File: src/include/rvCore_cfg.svh
`ifndef RVCORE_CFG_SVH
`define RVCORE_CFG_SVH

// ======================================================================
// Datapath and register file sizing
// ======================================================================

`define XLEN        32   // Integer register and ALU width
`define REG_COUNT   32   // x0..x31
`define REG_ADDR_W  5    // Register index width

// ======================================================================
// RV32I major opcode field values, instr[6:0]
// ======================================================================

`define OPC_OP      7'b0110011   // Register-register ALU ops
`define OPC_OP_IMM  7'b0010011   // Register-immediate ALU ops
`define OPC_LUI     7'b0110111   // Load upper immediate

// Funct7 values that select the alternate ALU op
`define FUNCT7_BASE 7'b0000000
`define FUNCT7_ALT  7'b0100000   // SUB and SRA/SRAI

`endif

File: src/verilog/rvPkg.sv
`default_nettype none

`include "rvCore_cfg.svh"

package rvPkg;

  // ======================================================================
  // Opcode and ALU operation encodings
  // ======================================================================

  // Only the major opcodes this core executes
  typedef enum logic [6:0] {
    OpcOp    = `OPC_OP,
    OpcOpImm = `OPC_OP_IMM,
    OpcLui   = `OPC_LUI
  } opcodeT;

  typedef enum logic [3:0] {
    AluAdd,
    AluSub,
    AluSll,
    AluSlt,
    AluSltu,
    AluXor,
    AluSrl,
    AluSra,
    AluOr,
    AluAnd,
    AluPassB   // LUI, second operand straight through
  } aluOpT;

  // ======================================================================
  // Pipeline bundles
  // ======================================================================

  // Decode to execute
  typedef struct packed {
    logic                   valid;
    logic                   illegal;
    aluOpT                  aluOp;
    logic                   useImm;   // Operand B from imm, not rs2
    logic [`REG_ADDR_W-1:0] rs1;
    logic [`REG_ADDR_W-1:0] rs2;
    logic [`REG_ADDR_W-1:0] rd;
    logic [`XLEN-1:0]       rs1Val;
    logic [`XLEN-1:0]       rs2Val;
    logic [`XLEN-1:0]       imm;
  } decodedT;

  // Execute result headed for the register file
  typedef struct packed {
    logic                   valid;
    logic [`REG_ADDR_W-1:0] rd;
    logic [`XLEN-1:0]       data;
  } wbT;

endpackage

`default_nettype wire
File: src/verilog/aluStage.sv
`timescale 1ns/1ns
`default_nettype none

`include "rvCore_cfg.svh"

module aluStage (
  input  logic           clk,
  input  logic           rst,
  input  rvPkg::decodedT dec_i,
  output rvPkg::wbT      wb_o,
  output logic           illegal_o
);
  import rvPkg::*;

  logic [`XLEN-1:0] opA;
  logic [`XLEN-1:0] rs2Fwd;
  logic [`XLEN-1:0] opB;
  logic [4:0]       shamt;
  logic [`XLEN-1:0] result;

  // ======================================================================
  // Operand forwarding
  // ======================================================================

  // Producer issued one cycle earlier is still sitting in wb_o
  assign opA = (wb_o.valid && wb_o.rd == dec_i.rs1) ? wb_o.data : dec_i.rs1Val;
  assign rs2Fwd = (wb_o.valid && wb_o.rd == dec_i.rs2) ? wb_o.data : dec_i.rs2Val;

  assign opB   = dec_i.useImm ? dec_i.imm : rs2Fwd;
  assign shamt = opB[4:0];   // RV32I shifts use low five bits

  // ======================================================================
  // ALU
  // ======================================================================

  always_comb begin
    case (dec_i.aluOp)
      AluAdd:   result = opA + opB;
      AluSub:   result = opA - opB;
      AluSll:   result = opA << shamt;
      AluSlt:   result = {{(`XLEN-1){1'b0}}, $signed(opA) < $signed(opB)};
      AluSltu:  result = {{(`XLEN-1){1'b0}}, opA < opB};
      AluXor:   result = opA ^ opB;
      AluSrl:   result = opA >> shamt;
      AluSra:   result = $signed(opA) >>> shamt;
      AluOr:    result = opA | opB;
      AluAnd:   result = opA & opB;
      AluPassB: result = opB;
      default:  result = '0;
    endcase
  end

  // ======================================================================
  // Writeback register
  // ======================================================================

  always_ff @(posedge clk) begin
    wb_o.rd   <= dec_i.rd;
    wb_o.data <= result;
    if (rst) begin
      wb_o.valid <= 1'b0;
      illegal_o  <= 1'b0;
    end else begin
      // Results for x0 are dropped here
      wb_o.valid <= dec_i.valid && !dec_i.illegal && (dec_i.rd != '0);
      illegal_o  <= dec_i.valid && dec_i.illegal;   // Single-cycle pulse
    end
  end

  // PASSB only makes sense with the immediate as operand B
  passBNeedsImm: assert property (@(posedge clk) disable iff (rst)
    (dec_i.valid && dec_i.aluOp == AluPassB) |-> dec_i.useImm)
    else $error("PASSB item issued without immediate operand");

endmodule

`default_nettype wire

File: src/verilog/instrDecoder.sv
`timescale 1ns/1ns
`default_nettype none

`include "rvCore_cfg.svh"

module instrDecoder (
  input  logic                   clk,
  input  logic                   rst,
  input  logic                   instrValid_i,
  input  logic [`XLEN-1:0]       instr_i,
  input  logic [`XLEN-1:0]       rs1Data_i,
  input  logic [`XLEN-1:0]       rs2Data_i,
  output logic [`REG_ADDR_W-1:0] rs1Addr_o,
  output logic [`REG_ADDR_W-1:0] rs2Addr_o,
  output rvPkg::decodedT         dec_o
);
  import rvPkg::*;

  logic [2:0]       funct3;
  logic [6:0]       funct7;
  opcodeT           opcode;
  aluOpT            aluOp;
  logic             illegal;
  logic             useImm;
  logic [`XLEN-1:0] imm;
  decodedT          decNext;

  assign funct3    = instr_i[14:12];
  assign funct7    = instr_i[31:25];
  assign opcode    = opcodeT'(instr_i[6:0]);
  assign rs1Addr_o = instr_i[19:15];   // Register file reads same cycle
  assign rs2Addr_o = instr_i[24:20];

  // ======================================================================
  // Opcode and funct decode, immediate generation
  // ======================================================================

  always_comb begin
    aluOp   = AluAdd;
    illegal = 1'b0;
    useImm  = 1'b0;
    imm     = {{20{instr_i[31]}}, instr_i[31:20]};   // I-type by default
    case (opcode)
      OpcOp: begin
        case ({funct7, funct3})
          {`FUNCT7_BASE, 3'b000}: aluOp = AluAdd;
          {`FUNCT7_ALT,  3'b000}: aluOp = AluSub;
          {`FUNCT7_BASE, 3'b001}: aluOp = AluSll;
          {`FUNCT7_BASE, 3'b010}: aluOp = AluSlt;
          {`FUNCT7_BASE, 3'b011}: aluOp = AluSltu;
          {`FUNCT7_BASE, 3'b100}: aluOp = AluXor;
          {`FUNCT7_BASE, 3'b101}: aluOp = AluSrl;
          {`FUNCT7_ALT,  3'b101}: aluOp = AluSra;
          {`FUNCT7_BASE, 3'b110}: aluOp = AluOr;
          {`FUNCT7_BASE, 3'b111}: aluOp = AluAnd;
          default:                illegal = 1'b1;
        endcase
      end
      OpcOpImm: begin
        useImm = 1'b1;
        case (funct3)
          3'b000: aluOp = AluAdd;
          3'b010: aluOp = AluSlt;
          3'b011: aluOp = AluSltu;
          3'b100: aluOp = AluXor;
          3'b110: aluOp = AluOr;
          3'b111: aluOp = AluAnd;
          3'b001: begin
            aluOp   = AluSll;
            illegal = (funct7 != `FUNCT7_BASE);
          end
          default: begin   // 3'b101, SRLI or SRAI
            aluOp   = (funct7 == `FUNCT7_ALT) ? AluSra : AluSrl;
            illegal = (funct7 != `FUNCT7_BASE) && (funct7 != `FUNCT7_ALT);
          end
        endcase
      end
      OpcLui: begin
        aluOp  = AluPassB;
        useImm = 1'b1;
        imm    = {instr_i[31:12], 12'b0};   // U-type
      end
      default: illegal = 1'b1;   // Branches, loads, anything else
    endcase
  end

  always_comb begin
    decNext.valid   = instrValid_i;
    decNext.illegal = illegal;
    decNext.aluOp   = aluOp;
    decNext.useImm  = useImm;
    decNext.rs1     = rs1Addr_o;
    decNext.rs2     = rs2Addr_o;
    decNext.rd      = instr_i[11:7];
    decNext.rs1Val  = rs1Data_i;
    decNext.rs2Val  = rs2Data_i;
    decNext.imm     = imm;
  end

  // Decode register, only valid is cleared
  always_ff @(posedge clk) begin
    dec_o <= decNext;
    if (rst) begin
      dec_o.valid <= 1'b0;
    end
  end

  // x0 operands come back from the register file as zero
  x0ReadsZero: assert property (@(posedge clk) disable iff (rst)
    instrValid_i |-> ((rs1Addr_o != '0 || rs1Data_i == '0) &&
                      (rs2Addr_o != '0 || rs2Data_i == '0)))
    else $error("Nonzero operand value read from x0");

endmodule

`default_nettype wire

File: src/verilog/registerFile.sv
`timescale 1ns/1ns
`default_nettype none

`include "rvCore_cfg.svh"

module registerFile (
  input  logic                   clk,
  input  logic                   rst,
  input  rvPkg::wbT              wb_i,
  input  logic [`REG_ADDR_W-1:0] rs1Addr_i,
  input  logic [`REG_ADDR_W-1:0] rs2Addr_i,
  output logic [`XLEN-1:0]       rs1Data_o,
  output logic [`XLEN-1:0]       rs2Data_o
);

  // x0 has no storage
  logic [`XLEN-1:0] regs [1:`REG_COUNT-1];
  logic             wbHit1;
  logic             wbHit2;

  always_ff @(posedge clk) begin
    if (rst) begin
      for (int i = 1; i < `REG_COUNT; i++) begin
        regs[i] <= '0;
      end
    end else if (wb_i.valid && wb_i.rd != '0) begin
      regs[wb_i.rd] <= wb_i.data;
    end
  end

  // Same-cycle write shows up on the read port
  assign wbHit1 = wb_i.valid && (wb_i.rd == rs1Addr_i);
  assign wbHit2 = wb_i.valid && (wb_i.rd == rs2Addr_i);

  assign rs1Data_o = (rs1Addr_i == '0) ? '0 :
                     wbHit1            ? wb_i.data : regs[rs1Addr_i];
  assign rs2Data_o = (rs2Addr_i == '0) ? '0 :
                     wbHit2            ? wb_i.data : regs[rs2Addr_i];

  // Execute stage is expected to drop rd == 0 results
  noWriteToZero: assert property (@(posedge clk) disable iff (rst)
    wb_i.valid |-> (wb_i.rd != '0))
    else $error("Writeback issued to x0");

endmodule

`default_nettype wire

File: src/verilog/rvCore.sv
`timescale 1ns/1ns
`default_nettype none

`include "rvCore_cfg.svh"

module rvCore (
  input  logic             clk,
  input  logic             rst,
  input  logic             instrValid_i,
  input  logic [`XLEN-1:0] instr_i,
  output rvPkg::wbT        wb_o,
  output logic             illegal_o
);
  import rvPkg::*;

  logic [`REG_ADDR_W-1:0] rs1Addr;
  logic [`REG_ADDR_W-1:0] rs2Addr;
  logic [`XLEN-1:0]       rs1Data;
  logic [`XLEN-1:0]       rs2Data;
  decodedT                dec;

  // Decode and register read
  instrDecoder decoder (
    .clk          (clk),
    .rst          (rst),
    .instrValid_i (instrValid_i),
    .instr_i      (instr_i),
    .rs1Data_i    (rs1Data),
    .rs2Data_i    (rs2Data),
    .rs1Addr_o    (rs1Addr),
    .rs2Addr_o    (rs2Addr),
    .dec_o        (dec)
  );

  registerFile regFile (
    .clk       (clk),
    .rst       (rst),
    .wb_i      (wb_o),   // Writeback port fed from execute register
    .rs1Addr_i (rs1Addr),
    .rs2Addr_i (rs2Addr),
    .rs1Data_o (rs1Data),
    .rs2Data_o (rs2Data)
  );

  // Execute
  aluStage alu (
    .clk       (clk),
    .rst       (rst),
    .dec_i     (dec),
    .wb_o      (wb_o),
    .illegal_o (illegal_o)
  );

endmodule

`default_nettype wire

File: config.mk
export PLATFORM = sky130hd
export DESIGN_NAME = rvCore
export DESIGN_NICKNAME = d
export VERILOG_FILES = /design/src/verilog/rvPkg.sv /design/src/verilog/aluStage.sv /design/src/verilog/instrDecoder.sv /design/src/verilog/registerFile.sv /design/src/verilog/rvCore.sv
export VERILOG_INCLUDE_DIRS = /design/src /design/src/include
export SDC_FILE = /design/constraint.sdc
export NUM_CORES = 2
export LEC_CHECK = 0
export ABC_AREA = 0
export BUFFER_PORTS_ARGS = -buffer_cell sky130_fd_sc_hd__buf_4
export CAP_MARGIN = 15
export CORE_ASPECT_RATIO = 1.25
export CORE_MARGIN = 2
export CORE_UTILIZATION = 55
export CTS_CLUSTER_DIAMETER = 120
export CTS_CLUSTER_SIZE = 14
export DETAILED_ROUTE_END_ITERATION = 7
export GPL_TIMING_DRIVEN = 0
export PLACE_DENSITY = 0.68
export SLEW_MARGIN = 20
export SYNTH_ARGS = -nofsm -noshare
export SYNTH_HDL_FRONTEND = slang
export SYNTH_HIERARCHICAL = 1
export SYNTH_SLANG_ARGS = --single-unit
File: constraint.sdc
create_clock -name clk -period 7 [get_ports clk]
set_input_delay 1.75 -clock clk [delete_from_list [all_inputs] [get_ports clk]]
set_output_delay 1.75 -clock clk [all_outputs]
set_load 0.01 [all_outputs]
==> flow_summary.ini, run 1 <==
[status]
outcome = did not finish
lastStage = 5_1_grt
error_line = [ERROR GRT-0116] Global routing finished with congestion. Check the congestion regions in the DRC Viewer.

[clock_tree]
htreeDepth = 3
cts_buffers = 96
cts_buffer_depth = 3
clock_sinks = 1181
hold_buffers = 0
cts-root-buf = clkbuf_16

[die]
top_level_ports = 74
die_x_um = 323
die_h_um = 403
initial_core_util = 0.554
fp-row-count = 146

[place]
dp_hpwl_um = 296000
gp_congestion = 1.14
placement.io_buffers = 70

[global_route]
overflow = 22
grt_pass1_vias = 64831
grt_max_degree = 33
grt_first_pass_wirelength_um = 573000
grt_usage = 0.655

[synth]
synthCells = 5795
synthDistinctLibCells = 101
synth-async-reset-ratio = 0
syn_area_um2 = 70000
avgSynthCellArea_um2 = 12.1
yosys_register_bits = 1181
synthFlopType = edfxtp_1
yosysWarnings = 6
ys_seq_area_frac = 0.484
synth_edf_count = 1024
logic make-up after synthesis:
| family | after synthesis | synth area share |
|---|---|---|
| AND/OR/NAND/NOR | 1780 | 0.143 |
| AO/OA/AOI/OAI | 1198 | 0.121 |
| flip-flops | 1181 | 0.484 |
| multiplexers | 802 | 0.186 |
| buffers and inverters | 682 | 0.0414 |
| adder cells (fa/ha/maj) | 101 | 0.0183 |
| XOR/XNOR | 50 | 0.00647 |
| other | 1 | 0.0000536 |
stage by stage:
| step | utilization | instances | TNS (ps) | instance area, µm² | setup slack (ps) |
|---|---|---|---|---|---|
| CTS | 0.601 | 7751 | 0 | 76000 | 27.3 |
| detailed placement | 0.579 | 7621 | -6770 | 73200 | -759 |
| global placement | 0.576 | 7598 | -18970 | 72800 | -1930 |
| floorplan | - | 5826 | 0 | 70100 | 2050 |
what timing repair did:
item	CTS
pin swaps	1
endpoints found under the setup margin	20
setup buffers	1
endpoints found under the hold margin	0
resized for setup	13
synthesized netlist by cell type, drive strengths merged (61+ instances only):
cell type	n	area (µm²)
mux4	393	8850
o21ai	162	815
ha	99	1240
and2	1006	6290
nor2	220	831
nand3	72	378
a22o	63	552
inv	104	390
dfxtp	157	3140
a21oi	231	1170
a22oi	179	1350
edfxtp	1024	30700
a211oi	61	463
clkbuf	396	1490
buf	181	1020
o221ai	65	569
nand2	231	867
mux2i	375	3750
routing by layer:
layer,global-route usage,overflow
met4,0.707,15
met1,0.641,0
met5,0.181,0
met3,0.415,1
met2,0.875,6
==> inputs of run 2 (changes only) <==
CORE_ASPECT_RATIO = not set   (was 1.25)
CORE_UTILIZATION = 40   (was 55)
CTS_CLUSTER_DIAMETER = not set   (was 120)
CTS_CLUSTER_SIZE = not set   (was 14)
PLACE_DENSITY = not set   (was 0.68)
PLACE_DENSITY_LB_ADDON = 0.15   (was not set)
==> run 2 against run 1 <==
The flow now finishes, with violations (DRC). Synthesized cell count did not move. Area after synthesis unchanged.
==> flow_summary.ini, run 2 <==
[synth]
synthAdderAreaFrac = 0.0183
synth_area_leaders = edfxtp_1 44%, mux4_2 13%, and2_1 9.0%
syn_area_um2 = 70000
yosysWarnings = 6
synth_edf_count = 1024
synth-simple-area-share = 0.143
synth_top_area_frac = 0.439
yosys-mux-area-fraction = 0.186
yosysMostFrequentCell = edfxtp_1
avgSynthCellArea_um2 = 12.1
synthDistinctLibCells = 101
yosys_register_bits = 1181
synth-compound-area-share = 0.121
synth_top_family_by_area = multiplexers
ys_top_cells_by_count = 1024 x edfxtp_1, 1004 x and2_1, 395 x clkbuf_1
synth_xor_area_frac = 0.00647
synthCells = 5795
synth-async-reset-ratio = 0
ys_seq_area_frac = 0.484
synthFlopType = edfxtp_1
synth_top_area_cell = edfxtp_1

[final_layout]
most-common-layout-cells = 1024 x edfxtp_1, 1004 x and2_1, 393 x mux4_2
largest-register = regFile/regs
drive_above_1_share = 0.181
regArea_um2 = 33900
fill_cells = 16202
nets = 6227
largest_reg_flops = 1024
multiInputGateArea_um2 = 33600
fin_util = 0.457
layout_commonest_cell = edfxtp_1
syn_to_final_growth_pct = 13.5
reg.largest.list = regFile/regs: 1024 flops, decoder/dec_o: 118 flops, alu/wb_o: 38 flops

[global_route]
grt_max_degree = 33
grt_pass1_vias = 55029
grt_usage = 0.423
overflow = 0
grt_first_pass_wirelength_um = 503000
antenna_found_initial = 44

[timing]
max_clock_freq_mhz = 143
fin_skew_ps = 65.8
fin_crit_sh = 0.997
drv_slew = 0
post-route-min-period_ps = 6980
max-slew-margin-rel = 0.135
fin_worst_hold_slack_ps = 342
setup_violations = 0
report.final.hold_viol_count = 0
worst_slack_ps = 20.1
worstMarginPinSlew_ps = 1300
rsz0062_at_grt = false

[setup_path]
path_buf_inv = 5
critical_path_arrival_ps = 7620
crit_cells = 21
path_delay_family = compound AO/OA/AOI/OAI gates
worstSetupStartpointType = flip-flop
worstSetupStartpoint = alu/wb_o[35]
critPathKind = flip-flop to flip-flop
cp_data_required_time_ps = 7640
critPathCapture = alu/wb_o[30]
path_max_fanout = 19
r2r_start = alu/wb_o[35]
end_kind = flip-flop
worst_path_max_delay_cell = dfxtp_1
r2r_cells = 21
max_stage_delay_ps = 580
path_cells = xnor2_1 -> and3_1 -> buf_4 -> a22o_1 -> nor2_1 -> buf_2 -> clkbuf_4 -> buf_2 -> ha_1 -> inv_1 -> fa_1 -> o21bai_1 -> nand3_1 -> and3_1 -> nor3_2 -> o2111ai_1 -> a31oi_2 -> o2111ai_1 -> a311oi_1 -> xnor2_1 -> o211ai_1
r2r_slack_ps = 20
r2r-end = alu/wb_o[30]

[routing]
ant_nets = 0
wl_um = 385000
vias = 57314
firstDrtPassIters = 8
route.detailed.drc = 7
via_per_inst = 6.70
wl_per_cell_um = 45.0
dr.first_iter.drc_count = 7946

[power]
cellPowerDensity_nw_per_um2 = 283
fin_total_pwr_uw = 22500
ir_drop_mv = 0.290
leakage_uw = 0.0296

[die]
die_x_um = 422
die_h_um = 422
core_um2 = 174000
fp-row-count = 153
top_level_ports = 74
initial_core_util = 0.403
die_area_um2 = 178000

[clock_tree]
clk_latency_ps = 840
cts-root-buf = clkbuf_16
clk_pin_slew_ps = 60
cts_buffer_depth = 3
htreeDepth = 4
clock_sinks = 1181
cts_buffers = 141
cts_tree = done

[status]
outcome = complete, but fails checks
violations = DRC

[run]
maxCapViolations = 0

[place]
dp_hpwl_um = 289000
gp_congestion = 1.03
placement.io_buffers = 70
dp_slack_ps = -779

[hold_path]
min_path_type = flip-flop to flip-flop
run 2: worst min path at each step:
stage / slack, ps / endpoint / cells past startpoint / from
finish: 340 / alu/wb_o[36] / 0 / decoder/dec_o[100]
CTS: 350 / alu/wb_o[36] / 0 / decoder/dec_o[100]
floorplan: 320 / alu/wb_o[36] / 0 / decoder/dec_o[100]
global route: 350 / alu/wb_o[36] / 0 / decoder/dec_o[100]
global placement: 340 / alu/wb_o[36] / 0 / decoder/dec_o[100]
detailed placement: 330 / alu/wb_o[36] / 0 / decoder/dec_o[100]
run 2: per-stage QoR:
stage / TNS, ps / cell area [µm²] / instances
3_3_place_gp: -15520 / 73500 / 8221
2_1_floorplan: 0 / 70100 / 5826
4_1_cts: -54.8 / 79200 / 8524
3_5_place_dp: -7760 / 74600 / 8271
5_1_grt: 0 / 79300 / 8529
6_report: 0 / 79400 / 8558
run 2: report_power, final:
part           internal [µW]  switching, µW
Sequential              8080            937
Combinational           1730           4370
Clock                   4120           3280
Total                  13900           8590
run 2: routing by layer:
layer	track usage	vias up	routed length (µm)
met5	0	-	32
met4	0.378	4	41700
met3	0.125	1153	40600
met2	0.633	4095	168000
met1	0.494	29369	135000
li1	-	22693	-
run 2: logic make-up (layout without fill, tap and decap cells):
group | count (synthesis) | after routing
AO/OA/AOI/OAI | 1198 | 1198
XOR/XNOR | 50 | 50
buffers and inverters | 682 | 1060
AND/OR/NAND/NOR | 1780 | 1780
adder cells (fa/ha/maj) | 101 | 101
flip-flops | 1181 | 1181
multiplexers | 802 | 802
other | 1 | 61
run 2: layout make-up:
cell class              count  area share
diodes                     29    0.000914
plain buffers             572      0.0320
clock buffers             174      0.0477
clock inverters            82     0.00982
inverters                 105     0.00498
multi-input cells        3963       0.424
flip-flops and latches   1181       0.427
well taps                2325      0.0366
repair buffers            127      0.0172
run 2: timing repair:
item | 4_1_cts | 5_1_grt
endpoints found under the setup margin | 20 | 9
pin swaps | 1 | 0
gates resized for setup | 11 | 9
cloned | 0 | 0
buffers inserted | 1 | 0
hold buffers | 0 | 0
endpoints found under the hold margin | 0 | 0
No activity file was read; power rests on OpenSTA's default activity.
